### config.mk
export PLATFORM = sky130hd
export DESIGN_NAME = core
export DESIGN_NICKNAME = d
export VERILOG_FILES = /design/src/logic/isa_pkg.sv /design/src/logic/pipe_pkg.sv /design/src/logic/decoder.sv /design/src/logic/alu.sv /design/src/logic/regbank.sv /design/src/logic/core.sv
export SDC_FILE = /design/constraint.sdc
export NUM_CORES = 2
export LEC_CHECK = 0
export BUFFER_PORTS_ARGS = -buffer_cell sky130_fd_sc_hd__buf_4
export CAP_MARGIN = 10
export CORE_UTILIZATION = 30
export CTS_CLUSTER_DIAMETER = 100
export DETAILED_ROUTE_END_ITERATION = 8
export GPL_TIMING_DRIVEN = 0
export SLEW_MARGIN = 20
export SYNTH_ARGS = -nofsm -noshare
export SYNTH_HDL_FRONTEND = slang
export SYNTH_HIERARCHICAL = 1
export SYNTH_SLANG_ARGS = --single-unit
### constraint.sdc
create_clock -name clk -period 7.4 [get_ports clk]
set_clock_uncertainty 0.2 [all_clocks]
set_input_delay 2.22 -clock clk [delete_from_list [all_inputs] [get_ports clk]]
set_output_delay 2.22 -clock clk [all_outputs]
set_load 0.05 [all_outputs]
### src/logic/isa_pkg.sv
`default_nettype none

package isa_pkg;

	localparam int xlen = 32;

	typedef logic [xlen-1:0] word_t;

	// Major opcodes, instruction bits 6:0
	typedef enum logic [6:0] {
		OPC_OP     = 7'b0110011,
		OPC_OP_IMM = 7'b0010011,
		OPC_LOAD   = 7'b0000011,
		OPC_STORE  = 7'b0100011,
		OPC_BRANCH = 7'b1100011,
		OPC_LUI    = 7'b0110111,
		OPC_AUIPC  = 7'b0010111
	} opcode_e;

	// Field positions inside the instruction word
	localparam int opc_lsb = 0;
	localparam int rd_lsb  = 7;
	localparam int f3_lsb  = 12;
	localparam int rs1_lsb = 15;
	localparam int rs2_lsb = 20;
	localparam int f7_alt  = 30;    // sub / sra select bit

	// funct3 of OP and OP_IMM
	localparam logic [2:0] f3_add  = 3'b000;
	localparam logic [2:0] f3_sll  = 3'b001;
	localparam logic [2:0] f3_slt  = 3'b010;
	localparam logic [2:0] f3_sltu = 3'b011;
	localparam logic [2:0] f3_xor  = 3'b100;
	localparam logic [2:0] f3_sr   = 3'b101;
	localparam logic [2:0] f3_or   = 3'b110;
	localparam logic [2:0] f3_and  = 3'b111;

	// Branch conditions
	localparam logic [2:0] f3_beq = 3'b000;
	localparam logic [2:0] f3_bne = 3'b001;

	// addi x0, x0, 0
	localparam word_t nop_word = 32'h0000_0013;

endpackage

`default_nettype wire

### src/logic/pipe_pkg.sv
`default_nettype none

package pipe_pkg;

	// Operations the ALU can perform
	typedef enum logic [3:0] {
		ALU_ADD,
		ALU_SUB,
		ALU_AND,
		ALU_OR,
		ALU_XOR,
		ALU_SLT,
		ALU_SLTU,
		ALU_SLL,
		ALU_SRL,
		ALU_SRA
	} alu_op_e;

	// Operation class from the decoder
	typedef enum logic [1:0] {
		CLS_REG,
		CLS_IMM,
		CLS_ADD_ONLY,
		CLS_BRANCH
	} alu_class_e;

	// First ALU operand
	typedef enum logic [1:0] {
		A_RS1,
		A_PC,
		A_ZERO
	} a_src_e;

endpackage

`default_nettype wire

### src/logic/decoder.sv
`timescale 1ns/1ps
`default_nettype none

module decoder (
	input  isa_pkg::word_t       instr,
	output logic                 branch,
	output logic                 branch_ne,
	output logic                 mem_read,
	output logic                 mem_write,
	output logic                 mem_to_reg,
	output logic                 reg_write,
	output logic                 alu_src_imm,
	output pipe_pkg::alu_class_e alu_class,
	output pipe_pkg::a_src_e     a_src,
	output isa_pkg::word_t       imm
);
	import isa_pkg::*;
	import pipe_pkg::*;

	opcode_e    opcode;
	logic [2:0] funct3;

	assign opcode = opcode_e'(instr[opc_lsb +: 7]);
	assign funct3 = instr[f3_lsb +: 3];

	always_comb begin
		// Anything not listed below behaves as a nop
		branch      = 1'b0;
		branch_ne   = 1'b0;
		mem_read    = 1'b0;
		mem_write   = 1'b0;
		mem_to_reg  = 1'b0;
		reg_write   = 1'b0;
		alu_src_imm = 1'b0;
		alu_class   = CLS_ADD_ONLY;
		a_src       = A_RS1;
		imm         = '0;

		case (opcode)
			OPC_OP: begin
				reg_write = 1'b1;
				alu_class = CLS_REG;
			end
			OPC_OP_IMM: begin
				reg_write   = 1'b1;
				alu_src_imm = 1'b1;
				alu_class   = CLS_IMM;
				imm         = {{21{instr[31]}}, instr[30:20]};
			end
			OPC_LOAD: begin
				mem_read    = 1'b1;
				mem_to_reg  = 1'b1;
				reg_write   = 1'b1;
				alu_src_imm = 1'b1;
				imm         = {{21{instr[31]}}, instr[30:20]};
			end
			OPC_STORE: begin
				mem_write   = 1'b1;
				alu_src_imm = 1'b1;
				imm         = {{21{instr[31]}}, instr[30:25], instr[11:7]};
			end
			OPC_BRANCH: begin
				// Only beq and bne are supported
				branch    = (funct3 == f3_beq) || (funct3 == f3_bne);
				branch_ne = (funct3 == f3_bne);
				alu_class = CLS_BRANCH;
				imm       = {{20{instr[31]}}, instr[7], instr[30:25], instr[11:8], 1'b0};
			end
			OPC_LUI: begin
				reg_write   = 1'b1;
				alu_src_imm = 1'b1;
				a_src       = A_ZERO;
				imm         = {instr[31:12], 12'b0};
			end
			OPC_AUIPC: begin
				reg_write   = 1'b1;
				alu_src_imm = 1'b1;
				a_src       = A_PC;
				imm         = {instr[31:12], 12'b0};
			end
			default: begin
			end
		endcase
	end

endmodule

`default_nettype wire

### src/logic/alu.sv
`timescale 1ns/1ps
`default_nettype none

module alu (
	input  pipe_pkg::alu_class_e alu_class,
	input  logic [3:0]           funct,
	input  isa_pkg::word_t       x,
	input  isa_pkg::word_t       y,
	output isa_pkg::word_t       result,
	output logic                 zero
);
	import isa_pkg::*;
	import pipe_pkg::*;

	alu_op_e    op;
	logic [4:0] shamt;

	assign shamt = y[4:0];

	// ALU control from class and {funct7[5], funct3}
	always_comb begin
		op = ALU_ADD;
		if (alu_class == CLS_BRANCH) begin
			op = ALU_SUB;
		end else if (alu_class != CLS_ADD_ONLY) begin
			case (funct[2:0])
				// Bit 30 is part of the immediate for addi
				f3_add:  op = (alu_class == CLS_REG && funct[3]) ? ALU_SUB : ALU_ADD;
				f3_sll:  op = ALU_SLL;
				f3_slt:  op = ALU_SLT;
				f3_sltu: op = ALU_SLTU;
				f3_xor:  op = ALU_XOR;
				f3_sr:   op = funct[3] ? ALU_SRA : ALU_SRL;
				f3_or:   op = ALU_OR;
				f3_and:  op = ALU_AND;
				default: op = ALU_ADD;
			endcase
		end
	end

	always_comb begin
		case (op)
			ALU_SUB:  result = x - y;
			ALU_AND:  result = x & y;
			ALU_OR:   result = x | y;
			ALU_XOR:  result = x ^ y;
			ALU_SLT:  result = word_t'($signed(x) < $signed(y));
			ALU_SLTU: result = word_t'(x < y);
			ALU_SLL:  result = x << shamt;
			ALU_SRL:  result = x >> shamt;
			ALU_SRA:  result = word_t'($signed(x) >>> shamt);
			default:  result = x + y;
		endcase
	end

	assign zero = (result == '0);

endmodule

`default_nettype wire

### src/logic/regbank.sv
`timescale 1ns/1ps
`default_nettype none

module regbank (
	input  logic           clk,
	input  logic           reset,
	input  logic           write_en,
	input  logic [4:0]     rs1,
	input  logic [4:0]     rs2,
	input  logic [4:0]     rd,
	input  isa_pkg::word_t write_data,
	output isa_pkg::word_t read_data1,
	output isa_pkg::word_t read_data2
);
	import isa_pkg::*;

	word_t regs [32];

	always_ff @(posedge clk) begin
		if (reset) begin
			for (int i = 0; i < 32; i++) begin
				regs[i] <= '0;
			end
		end else if (write_en && rd != 5'd0) begin
			regs[rd] <= write_data;
		end
	end

	// x0 reads as zero and a register being written reads as the new value
	function automatic word_t read_port(input logic [4:0] sel);
		if (sel == 5'd0)
			return '0;
		else if (write_en && sel == rd)
			return write_data;
		else
			return regs[sel];
	endfunction

	always_comb begin
		read_data1 = read_port(rs1);
		read_data2 = read_port(rs2);
	end

endmodule

`default_nettype wire

### src/logic/core.sv
`timescale 1ns/1ps
`default_nettype none

module core #(
	parameter int imem_words = 256,
	parameter int dmem_words = 256
) (
	input  logic                          clk,
	input  logic                          reset,
	input  isa_pkg::word_t                idata,
	output logic [$clog2(imem_words)-1:0] iaddr,
	input  isa_pkg::word_t                ddata_r,
	output logic [$clog2(dmem_words)-1:0] daddr,
	output isa_pkg::word_t                ddata_w,
	output logic                          mem_write
);
	import isa_pkg::*;
	import pipe_pkg::*;

	localparam int iaw = $clog2(imem_words);
	localparam int daw = $clog2(dmem_words);

	word_t pc, pc_plus4, pc_next;
	word_t pc_id, instr_id;
	logic  branch_taken;

	// ID stage outputs
	logic       branch_id, branch_ne_id, mem_read_id, mem_write_id;
	logic       mem_to_reg_id, reg_write_id, alu_src_imm_id;
	alu_class_e alu_class_id;
	a_src_e     a_src_id;
	word_t      imm_id, rs1_data_id, rs2_data_id;
	logic [3:0] funct_id;

	// ID/EX
	logic       branch_ex, branch_ne_ex, mem_read_ex, mem_write_ex;
	logic       mem_to_reg_ex, reg_write_ex, alu_src_imm_ex;
	alu_class_e alu_class_ex;
	a_src_e     a_src_ex;
	word_t      pc_ex, imm_ex, rs1_data_ex, rs2_data_ex;
	logic [3:0] funct_ex;
	logic [4:0] rd_ex;
	word_t      alu_x, alu_y, alu_result_ex, target_ex;
	logic       zero_ex;

	// EX/MEM and MEM/WB
	logic       branch_mem, branch_ne_mem, mem_read_mem, mem_write_mem;
	logic       mem_to_reg_mem, reg_write_mem, zero_mem;
	word_t      alu_result_mem, target_mem, rs2_data_mem;
	logic [4:0] rd_mem, rd_wb;
	logic       mem_to_reg_wb, reg_write_wb;
	word_t      alu_result_wb, load_wb, wb_data;

	// -------------------------------------------------------------------------
	// IF
	// -------------------------------------------------------------------------
	assign pc_plus4 = pc + 32'd4;
	assign pc_next  = branch_taken ? target_mem : pc_plus4;
	assign iaddr    = pc[iaw+1:2];

	always_ff @(posedge clk) begin
		if (reset)
			pc <= '0;
		else
			pc <= pc_next;
	end

	always_ff @(posedge clk) begin
		if (reset || branch_taken)
			instr_id <= nop_word;
		else
			instr_id <= idata;
		pc_id <= pc;
	end

	// -------------------------------------------------------------------------
	// ID
	// -------------------------------------------------------------------------
	decoder decoder_inst (
		.instr       (instr_id),
		.branch      (branch_id),
		.branch_ne   (branch_ne_id),
		.mem_read    (mem_read_id),
		.mem_write   (mem_write_id),
		.mem_to_reg  (mem_to_reg_id),
		.reg_write   (reg_write_id),
		.alu_src_imm (alu_src_imm_id),
		.alu_class   (alu_class_id),
		.a_src       (a_src_id),
		.imm         (imm_id)
	);

	regbank regbank_inst (
		.clk        (clk),
		.reset      (reset),
		.write_en   (reg_write_wb),
		.rs1        (instr_id[rs1_lsb +: 5]),
		.rs2        (instr_id[rs2_lsb +: 5]),
		.rd         (rd_wb),
		.write_data (wb_data),
		.read_data1 (rs1_data_id),
		.read_data2 (rs2_data_id)
	);

	assign funct_id = {instr_id[f7_alt], instr_id[f3_lsb +: 3]};

	// Clearing the control bits turns the slot into a nop
	always_ff @(posedge clk) begin
		if (reset || branch_taken) begin
			{branch_ex, branch_ne_ex, mem_read_ex} <= '0;
			{mem_write_ex, mem_to_reg_ex, reg_write_ex} <= '0;
		end else begin
			{branch_ex, branch_ne_ex, mem_read_ex} <= {branch_id, branch_ne_id, mem_read_id};
			mem_write_ex  <= mem_write_id;
			mem_to_reg_ex <= mem_to_reg_id;
			reg_write_ex  <= reg_write_id;
		end
	end

	always_ff @(posedge clk) begin
		alu_src_imm_ex <= alu_src_imm_id;
		alu_class_ex   <= alu_class_id;
		a_src_ex       <= a_src_id;
		funct_ex       <= funct_id;
		pc_ex          <= pc_id;
		imm_ex         <= imm_id;
		rs1_data_ex    <= rs1_data_id;
		rs2_data_ex    <= rs2_data_id;
		rd_ex          <= instr_id[rd_lsb +: 5];
	end

	// -------------------------------------------------------------------------
	// EX
	// -------------------------------------------------------------------------
	always_comb begin
		case (a_src_ex)
			A_PC:    alu_x = pc_ex;
			A_ZERO:  alu_x = '0;
			default: alu_x = rs1_data_ex;
		endcase
	end

	assign alu_y     = alu_src_imm_ex ? imm_ex : rs2_data_ex;
	assign target_ex = pc_ex + imm_ex;

	alu alu_inst (
		.alu_class (alu_class_ex),
		.funct     (funct_ex),
		.x         (alu_x),
		.y         (alu_y),
		.result    (alu_result_ex),
		.zero      (zero_ex)
	);

	always_ff @(posedge clk) begin
		if (reset || branch_taken) begin
			{branch_mem, branch_ne_mem, mem_read_mem} <= '0;
			{mem_write_mem, mem_to_reg_mem, reg_write_mem} <= '0;
		end else begin
			{branch_mem, branch_ne_mem, mem_read_mem} <= {branch_ex, branch_ne_ex, mem_read_ex};
			mem_write_mem  <= mem_write_ex;
			mem_to_reg_mem <= mem_to_reg_ex;
			reg_write_mem  <= reg_write_ex;
		end
	end

	always_ff @(posedge clk) begin
		alu_result_mem <= alu_result_ex;
		zero_mem       <= zero_ex;
		target_mem     <= target_ex;
		rs2_data_mem   <= rs2_data_ex;
		rd_mem         <= rd_ex;
	end

	// -------------------------------------------------------------------------
	// MEM and WB
	// -------------------------------------------------------------------------
	// beq takes on zero, bne on not zero
	assign branch_taken = branch_mem & (zero_mem ^ branch_ne_mem);

	assign daddr     = alu_result_mem[daw+1:2];
	assign ddata_w   = rs2_data_mem;
	assign mem_write = mem_write_mem;

	always_ff @(posedge clk) begin
		if (reset) begin
			reg_write_wb  <= 1'b0;
			mem_to_reg_wb <= 1'b0;
		end else begin
			reg_write_wb  <= reg_write_mem;
			mem_to_reg_wb <= mem_to_reg_mem;
		end
	end

	always_ff @(posedge clk) begin
		alu_result_wb <= alu_result_mem;
		rd_wb         <= rd_mem;
		if (mem_read_mem)
			load_wb <= ddata_r;
	end

	assign wb_data = mem_to_reg_wb ? load_wb : alu_result_wb;

endmodule

`default_nettype wire

Yosys cells after proc, flatten, opt, wreduce, memory -nomap -nowiden

Memories as Yosys holds them, arrays and structs flattened. A register that Yosys moved wholly into a read port is not among the register bits.
Cells that the tools add are included.

Add/sub/neg operators: 4
Magnitude comparators: 2
Eq/ne operators: 30
Shifts and indexed selects: 3
Muxes and demuxes: 29
Bitwise operators: 6
Reduce and logical (&&, ||, !) cells: 19

Operators by type and width:

| operator                | number |
|---|---|
| $pmux W32 S9            | 1 |
| $mux W32                | 6 |
| $pmux W32 S4            | 1 |
| $add A32 B32 Y32        | 2 |
| $lt A32 B32 Y1          | 2 |
| $pmux W32 S2            | 1 |
| $add A32 B3 Y32 const B | 1 |
| $and A32 B32 Y32        | 1 |
| $logic_not A32 Y1       | 1 |
| $or A32 B32 Y32         | 1 |
| $pmux W4 S8             | 1 |
| $reduce_or A32 Y1       | 1 |
| $shl A32 B5 Y32         | 1 |
| $shr A32 B5 Y32         | 1 |
| $sshr A32 B5 Y32        | 1 |
| $sub A32 B32 Y32        | 1 |
| $xor A32 B32 Y32        | 1 |
| $eq A7 B6 Y1 const B    | 3 |
| $eq A4 B3 Y1 const B    | 4 |
| $mux W5                 | 3 |
| $eq A7 B5 Y1 const B    | 2 |
| $eq A3 B3 Y1 const B    | 4 |
| $mux W1                 | 12 |
| $eq A5 B5 Y1            | 2 |
| 24 further kinds        | 39 |

Register bits after elaboration: 421
RAM bits: 1,024
Input bits: 66
Output and inout bits: 49
Word-level logic and storage cells: 126
Memories kept: 1

Memory list:

| memory            | words | bits a word | rd ports | clocked after memory_dff | write ports | line          | RTL |
|---|---|---|---|---|---|---|---|
| regbank_inst.regs | 32    | 32          | 2        | 2                        | 32          | regbank.sv:17 | `word_t regs [32];` |

Longest topological paths before layout

Word-level depth: 9
Gate-level depth with buffers: 21
Depth with buffers taken out: 19

Modules after synthesis

The synthesis kept the hierarchy.

By module, submodules not included:

| module  | times used | cells an instance | area each (um2) | seq. area each (um2) |
|---|---|---|---|---|
| regbank | 1          | 3,740             | 54,722.5        | 30,749.5 |
| core    | 1          | 1,075             | 13,173.9        | 8,788.4 |
| alu     | 1          | 1,539             | 10,711.5        | 0.0 |
| decoder | 1          | 73                | 559.3           | 0.0 |

Worst setup path before layout

No wires, ideal clock.

Path kind: register to register
From: register alu_src_imm_ex
To: register zero_mem
Setup time: 0.087 ns
Arrival: 5.248 ns
Data required time: 7.113 ns
Path slack: 1.865 ns
Stages on the path, launching flop included: 21
Path buffers: 7
Clock period less this slack: 5.535 ns
Path through: dfxtp_1 > clkbuf_1 > buf_1 > mux2_2 > buf_2 > buf_2 > inv_1 > clkbuf_1 > clkbuf_1 > ha_1 > buf_6 > or4_4 > a2111oi_4 > o21ai_2 > a31oi_4 > a21oi_2 > a2111o_1 > and3_1 > o22a_1 > nor4_1 > nor4b_2

Cells in the longest elaborated chain, start to end: 4
Elaborated cells between the ends (all ways): 13
Classes of those cells: add/sub: 2; order compare: 2; shift: 3; mux: 2; bitwise: 3; reduce/logical: 1

Ends and longest elaborated chain:

| item                                           | line        | RTL |
|---|---|---|
| from (decl)                                    | core.sv:37  | `logic mem_to_reg_ex, reg_write_ex, alu_src_imm_ex;` |
| from (signal assigned)                         | core.sv:121 | `alu_src_imm_ex <= alu_src_imm_id;` |
| $mux W32 (*)                                   | core.sv:143 | `assign alu_y = alu_src_imm_ex ? imm_ex : rs2_data_ex;` |
| net alu_y[2]                                   | core.sv:43  | `word_t alu_x, alu_y, alu_result_ex, target_ex;` |
| $add A32 B32 Y32, or another cell as far along | alu.sv:52   | `default: result = x + y;` |
| $pmux W32 S9 (*)                               | alu.sv:42   | `case (op)` |
| net alu_result_ex[27]                          | core.sv:43  |  |
| $logic_not A32 Y1 (*)                          | alu.sv:56   | `assign zero = (result == '0);` |
| net zero_ex                                    | core.sv:44  | `logic zero_ex;` |
| to (signal assigned)                           | core.sv:169 | `zero_mem <= zero_ex;` |
| to (decl)                                      | core.sv:48  | `logic mem_to_reg_mem, reg_write_mem, zero_mem;` |

The timed path passes the listed nets; every way through them passes the cells marked *.
A chain may end at the register's enable or synchronous reset.

Final worst setup path

Ends and elaborated chain as after synthesis.

==> run summary <==
Setup repair after global routing left no endpoint under its margin. The count of synthesis-stage warnings from yosys came out at 6. The share of async-settable or async-resettable flops after synthesis came out at 0. The count of buffers added on input and output ports is 114. The worst setup path is of the reg2reg kind.

The worst hold path class is reg2reg. The net count of the finished layout came out at 6966. The residual antenna-violating net count after detailed routing came out at 0. The CTS tree is built.

At the pin with the least slew margin, the transition time is 1.35 ns. The DRC violations left came out at 0. The placement row count came out at 188. The master of the slowest instance on the critical path is a2111oi_4. After synthesis, the cell types taking the most area are edfxtp_1 40%, mux4_2 12%, dfxtp_1 9.9%, and2_1 8.3%, mux2i_1 4.4%. The synthesized instance count came out at 6427.

The number of fill cells in the layout is about 26000. The relative contribution of sequential cells to total power is 0.391. The first global-routing pass estimated 527000 µm of wire. The number of global-route vias before repair came out at roughly 59000. The worst vdd rail ir drop came out at between 0.0002 and 0.0003 V.

The number of failing setup endpoints in the final timing report came out at 1. The shortest clock period the worst path allows after layout came out at 7.63 ns. The worst hold margin is 0.117 ns. The largest net degree at the start of global routing is 33. The switching fraction of total power came out at 0.360. The critical path goes through buf_2, mux2_2, buf_4, inv_1, buf_4, buf_4, buf_4, fa_1, and2b_2, o21ai_1, a2111oi_4, or4b_2, o211ai_1, nand4b_1, nor4_2, nand4bb_1, nor4_4, nand4b_1, nor4b_4. The run finished, with violations left.

The share of the Yosys chip area taken by registers is 0.499. The die outline width is 516 µm. The kind of cell adding the most delay to the critical path is simple AND/OR/NAND/NOR gates. The detailed-router iteration count before antenna repair came out at 6. The die is 516 µm tall. The via count came out at just over 60000. The worst setup path is launched from a register. The sequential standard cell area came out at between 0.03 and 0.04 mm². The root buffer cell chosen for the clock tree is clkbuf_16. Using the TritonRoute via totals, the vias-per-cell ratio works out to 5.97. The power density normalized to cell area is 267 mW/mm². The data arrival time of the critical path came out at a little over 8 ns. The clock sink count is around 1400. The wire length after detailed routing is 400000 µm. The final number of max-transition violations is 0. The detailed router's first-iteration violation count is around 9000.

The minimum setup slack after placement is -2.82 ns. Yosys mapped a number of flops with a built-in enable equal to 1056. In this run the tightest slew margin relative to its limit is 0.0973.

The mean cell area of the mapped netlist is 12.3 µm². The final reports fail on setup timing. The reported max-cap violation count came out at 0.

The worst endpoint required time came out at 7.82 ns. The die area is between 0.2 and 0.3 mm². The core region is around 0.26 mm². The timing-limited maximum frequency came out at 131 MHz.

In the global route stage, overall resource usage came out at 0.294. The fraction of post-synthesis cell area in the top cell type by area came out at 0.401. Of the total power, combinational logic draws 0.274. Of all cell types, the one taking the most synthesized area is edfxtp_1. The number of buffers on the longest clock path is 3. The HPWL reported at the end of detailed placement is 300000 µm.

Summing all multi-input logic gate instances after layout gives 0.0366 mm². After global routing the overflow that remains totals 0. The boundary pin count came out at 115. The number of buffers inserted for hold repair after clock tree synthesis is 0.

In the post-route analysis, the smallest setup slack over all paths is -0.235 ns. The number of hold violations in the final report is 0. On the worst path, the slowest cell contributes a delay of 0.71 ns.

The clock slew at the register clock pins of the worst setup and hold paths is 0.06 ns. The critical path contains buffers and inverters numbering 6 combined. The initial antenna violation count came out at 49. The internal portion of the total power is 0.0155 W. The detailed-route wire length per cell is 38.3 µm.

The most instantiated flip-flop cell in the synthesis netlist is edfxtp_1. Counting distinct cell types in the post-synthesis netlist gives 116. The nature of the critical path endpoint is a register. In this run, synthesis produced a sequential element count of 1447. The share of total power dissipated in the clock network is 0.335.

Counting stages on the worst path, the most repeated cell is buf_4. The cell area after synthesis came out at 0.0792 mm². The switching power total came out at 0.00874 W.

The TritonCTS buffer count is 160. The starting utilization of the core area is 0.302. The signed area change from the synthesized netlist to the final layout came out at 14.6%. The count of H-tree levels built during CTS came out at 4. Of all nets on the critical path, the largest fanout is 12. Of the available clock period, the critical path in the final layout requires 1.03. The last weighted congestion value of the routability-driven placer came out at 1.07. The clock insertion delay at the later pin of the skew report is between 0.8 and 0.9 ns.

The analysis attributes to cell leakage a power of 32.4 nW. The share of post-route cells with drive strength above 1 came out at 0.191.
[cells in the final DEF (no fill, tap or decap), drive strengths merged, types with 49 or more instances in the layout]
master / n
dfxtp: 391
nand3: 65
o211ai: 55
xnor2: 49
a211oi: 74
mux2: 101
nor3: 49
mux2i: 345
ha: 130
inv: 128
buf: 348
and2: 1056
a21oi: 224
mux4: 437
edfxtp: 1056
a22o: 62
clkinv: 62
o21ai: 156
clkbuf: 613
o22ai: 70
nand2: 292
nor2: 246
a22oi: 165
[Yosys cell counts, drive strengths merged (70+ instances only)]
library cell and n:
ha 130, a22oi 165, a211oi 74, mux4 437
clkbuf 420, o21ai 156, mux2 101, edfxtp 1056
dfxtp 391, o22ai 70, mux2i 345, and2 1056
a21oi 224, nand2 292, nor2 246, inv 120
buf 200
[cell families (layout without fill, tap and decap cells)]
family          Yosys count  count (layout)  synth area share
compound gates         1184            1184             0.107
xor+xnor                 80              80           0.00885
fa+ha+maj               133             133            0.0213
buf+inv                 743            1182            0.0428
flops                  1447            1447             0.499
mux                     883             883             0.182
other cells               1              60         0.0000474
simple gates           1956            1956             0.138
[registers in the layout, indices dropped and copies added (netlist names), 4 cells and up]
register,count
regbank_inst/regs,1024
alu_result_mem,32
alu_result_wb,32
ddata_w,32
imm_ex,32
instr_id,32
load_wb,32
pc,32
pc_ex,32
pc_id,32
rs1_data_ex,32
rs2_data_ex,32
target_mem,32
rd_ex,5
rd_mem,5
rd_wb,5
funct_ex,4
[final timing paths]
check	start	endpoint	slack, ns	depth (start not counted)
setup / recovery	alu_src_imm_ex$_DFF_P_	zero_mem$_DFF_P_	-0.23	19
hold / removal	pc_id[21]$_DFF_P_	pc_ex[21]$_DFF_P_	0.12	0
setup reg to reg	alu_src_imm_ex$_DFF_P_	zero_mem$_DFF_P_	-0.23	19
hold reg to reg	pc_id[21]$_DFF_P_	pc_ex[21]$_DFF_P_	0.12	0
[layout make-up]
class                      instances  share of cell area
antenna                           28            0.000772
clock buffer                     199              0.0470
buffer                           616              0.0329
tap                             3515              0.0485
clock inverter                    93              0.0110
multi-input combinational       4268               0.404
inverter                         121             0.00506
timing repair buffer             153              0.0154
sequential                      1447               0.436
[power groups by stage]
stage                     logic, W  clock network, W  registers [W]
final                      0.00663           0.00813        0.00949
after global routing       0.00668           0.00853        0.00952
after CTS                  0.00637           0.00821        0.00947
after detailed placement   0.00633                 0        0.00964
after global placement     0.00631                 0        0.00962
after floorplan            0.00325                 0        0.00954
[metrics by stage]
step / power, W / std cells / instance area [µm²] / setup TNS, ns / utilization
2_1_floorplan: 0.0128 / 6458 / 79300 / 0 / -
3_3_place_gp: 0.0159 / 10100 / 84500 / -8.63 / 0.322
3_5_place_dp: 0.0160 / 10100 / 85200 / -6.36 / 0.325
4_1_cts: 0.0240 / 10400 / 90500 / 0 / 0.345
5_1_grt: 0.0247 / 10400 / 90700 / 0 / 0.346
6_report: 0.0242 / 10400 / 90700 / -0.235 / 0.346
[what timing repair did]
action / CTS / global route
buffers inserted: 3 / 2
endpoints found under the setup margin: 12 / 1
pin swaps: 4 / 2
hold endpoints to repair: 0 / 0
gates resized for setup: 34 / 8
[routing by layer]
| layer | wire length, µm | vias up | GRT usage | part of all wire |
|---|---|---|---|---|
| met1 | 148000 | 31800 | 0.362 | 0.37 |
| met3 | 43500 | 1058 | 0.0780 | 0.11 |
| met4 | 36400 | 26 | 0.220 | 0.091 |
| li1 | - | 25000 | - | - |
| met2 | 171000 | 4500 | 0.440 | 0.43 |
| met5 | 271 | - | 0 | 0.00068 |
Note: power is estimated with default switching activity, not from simulation.
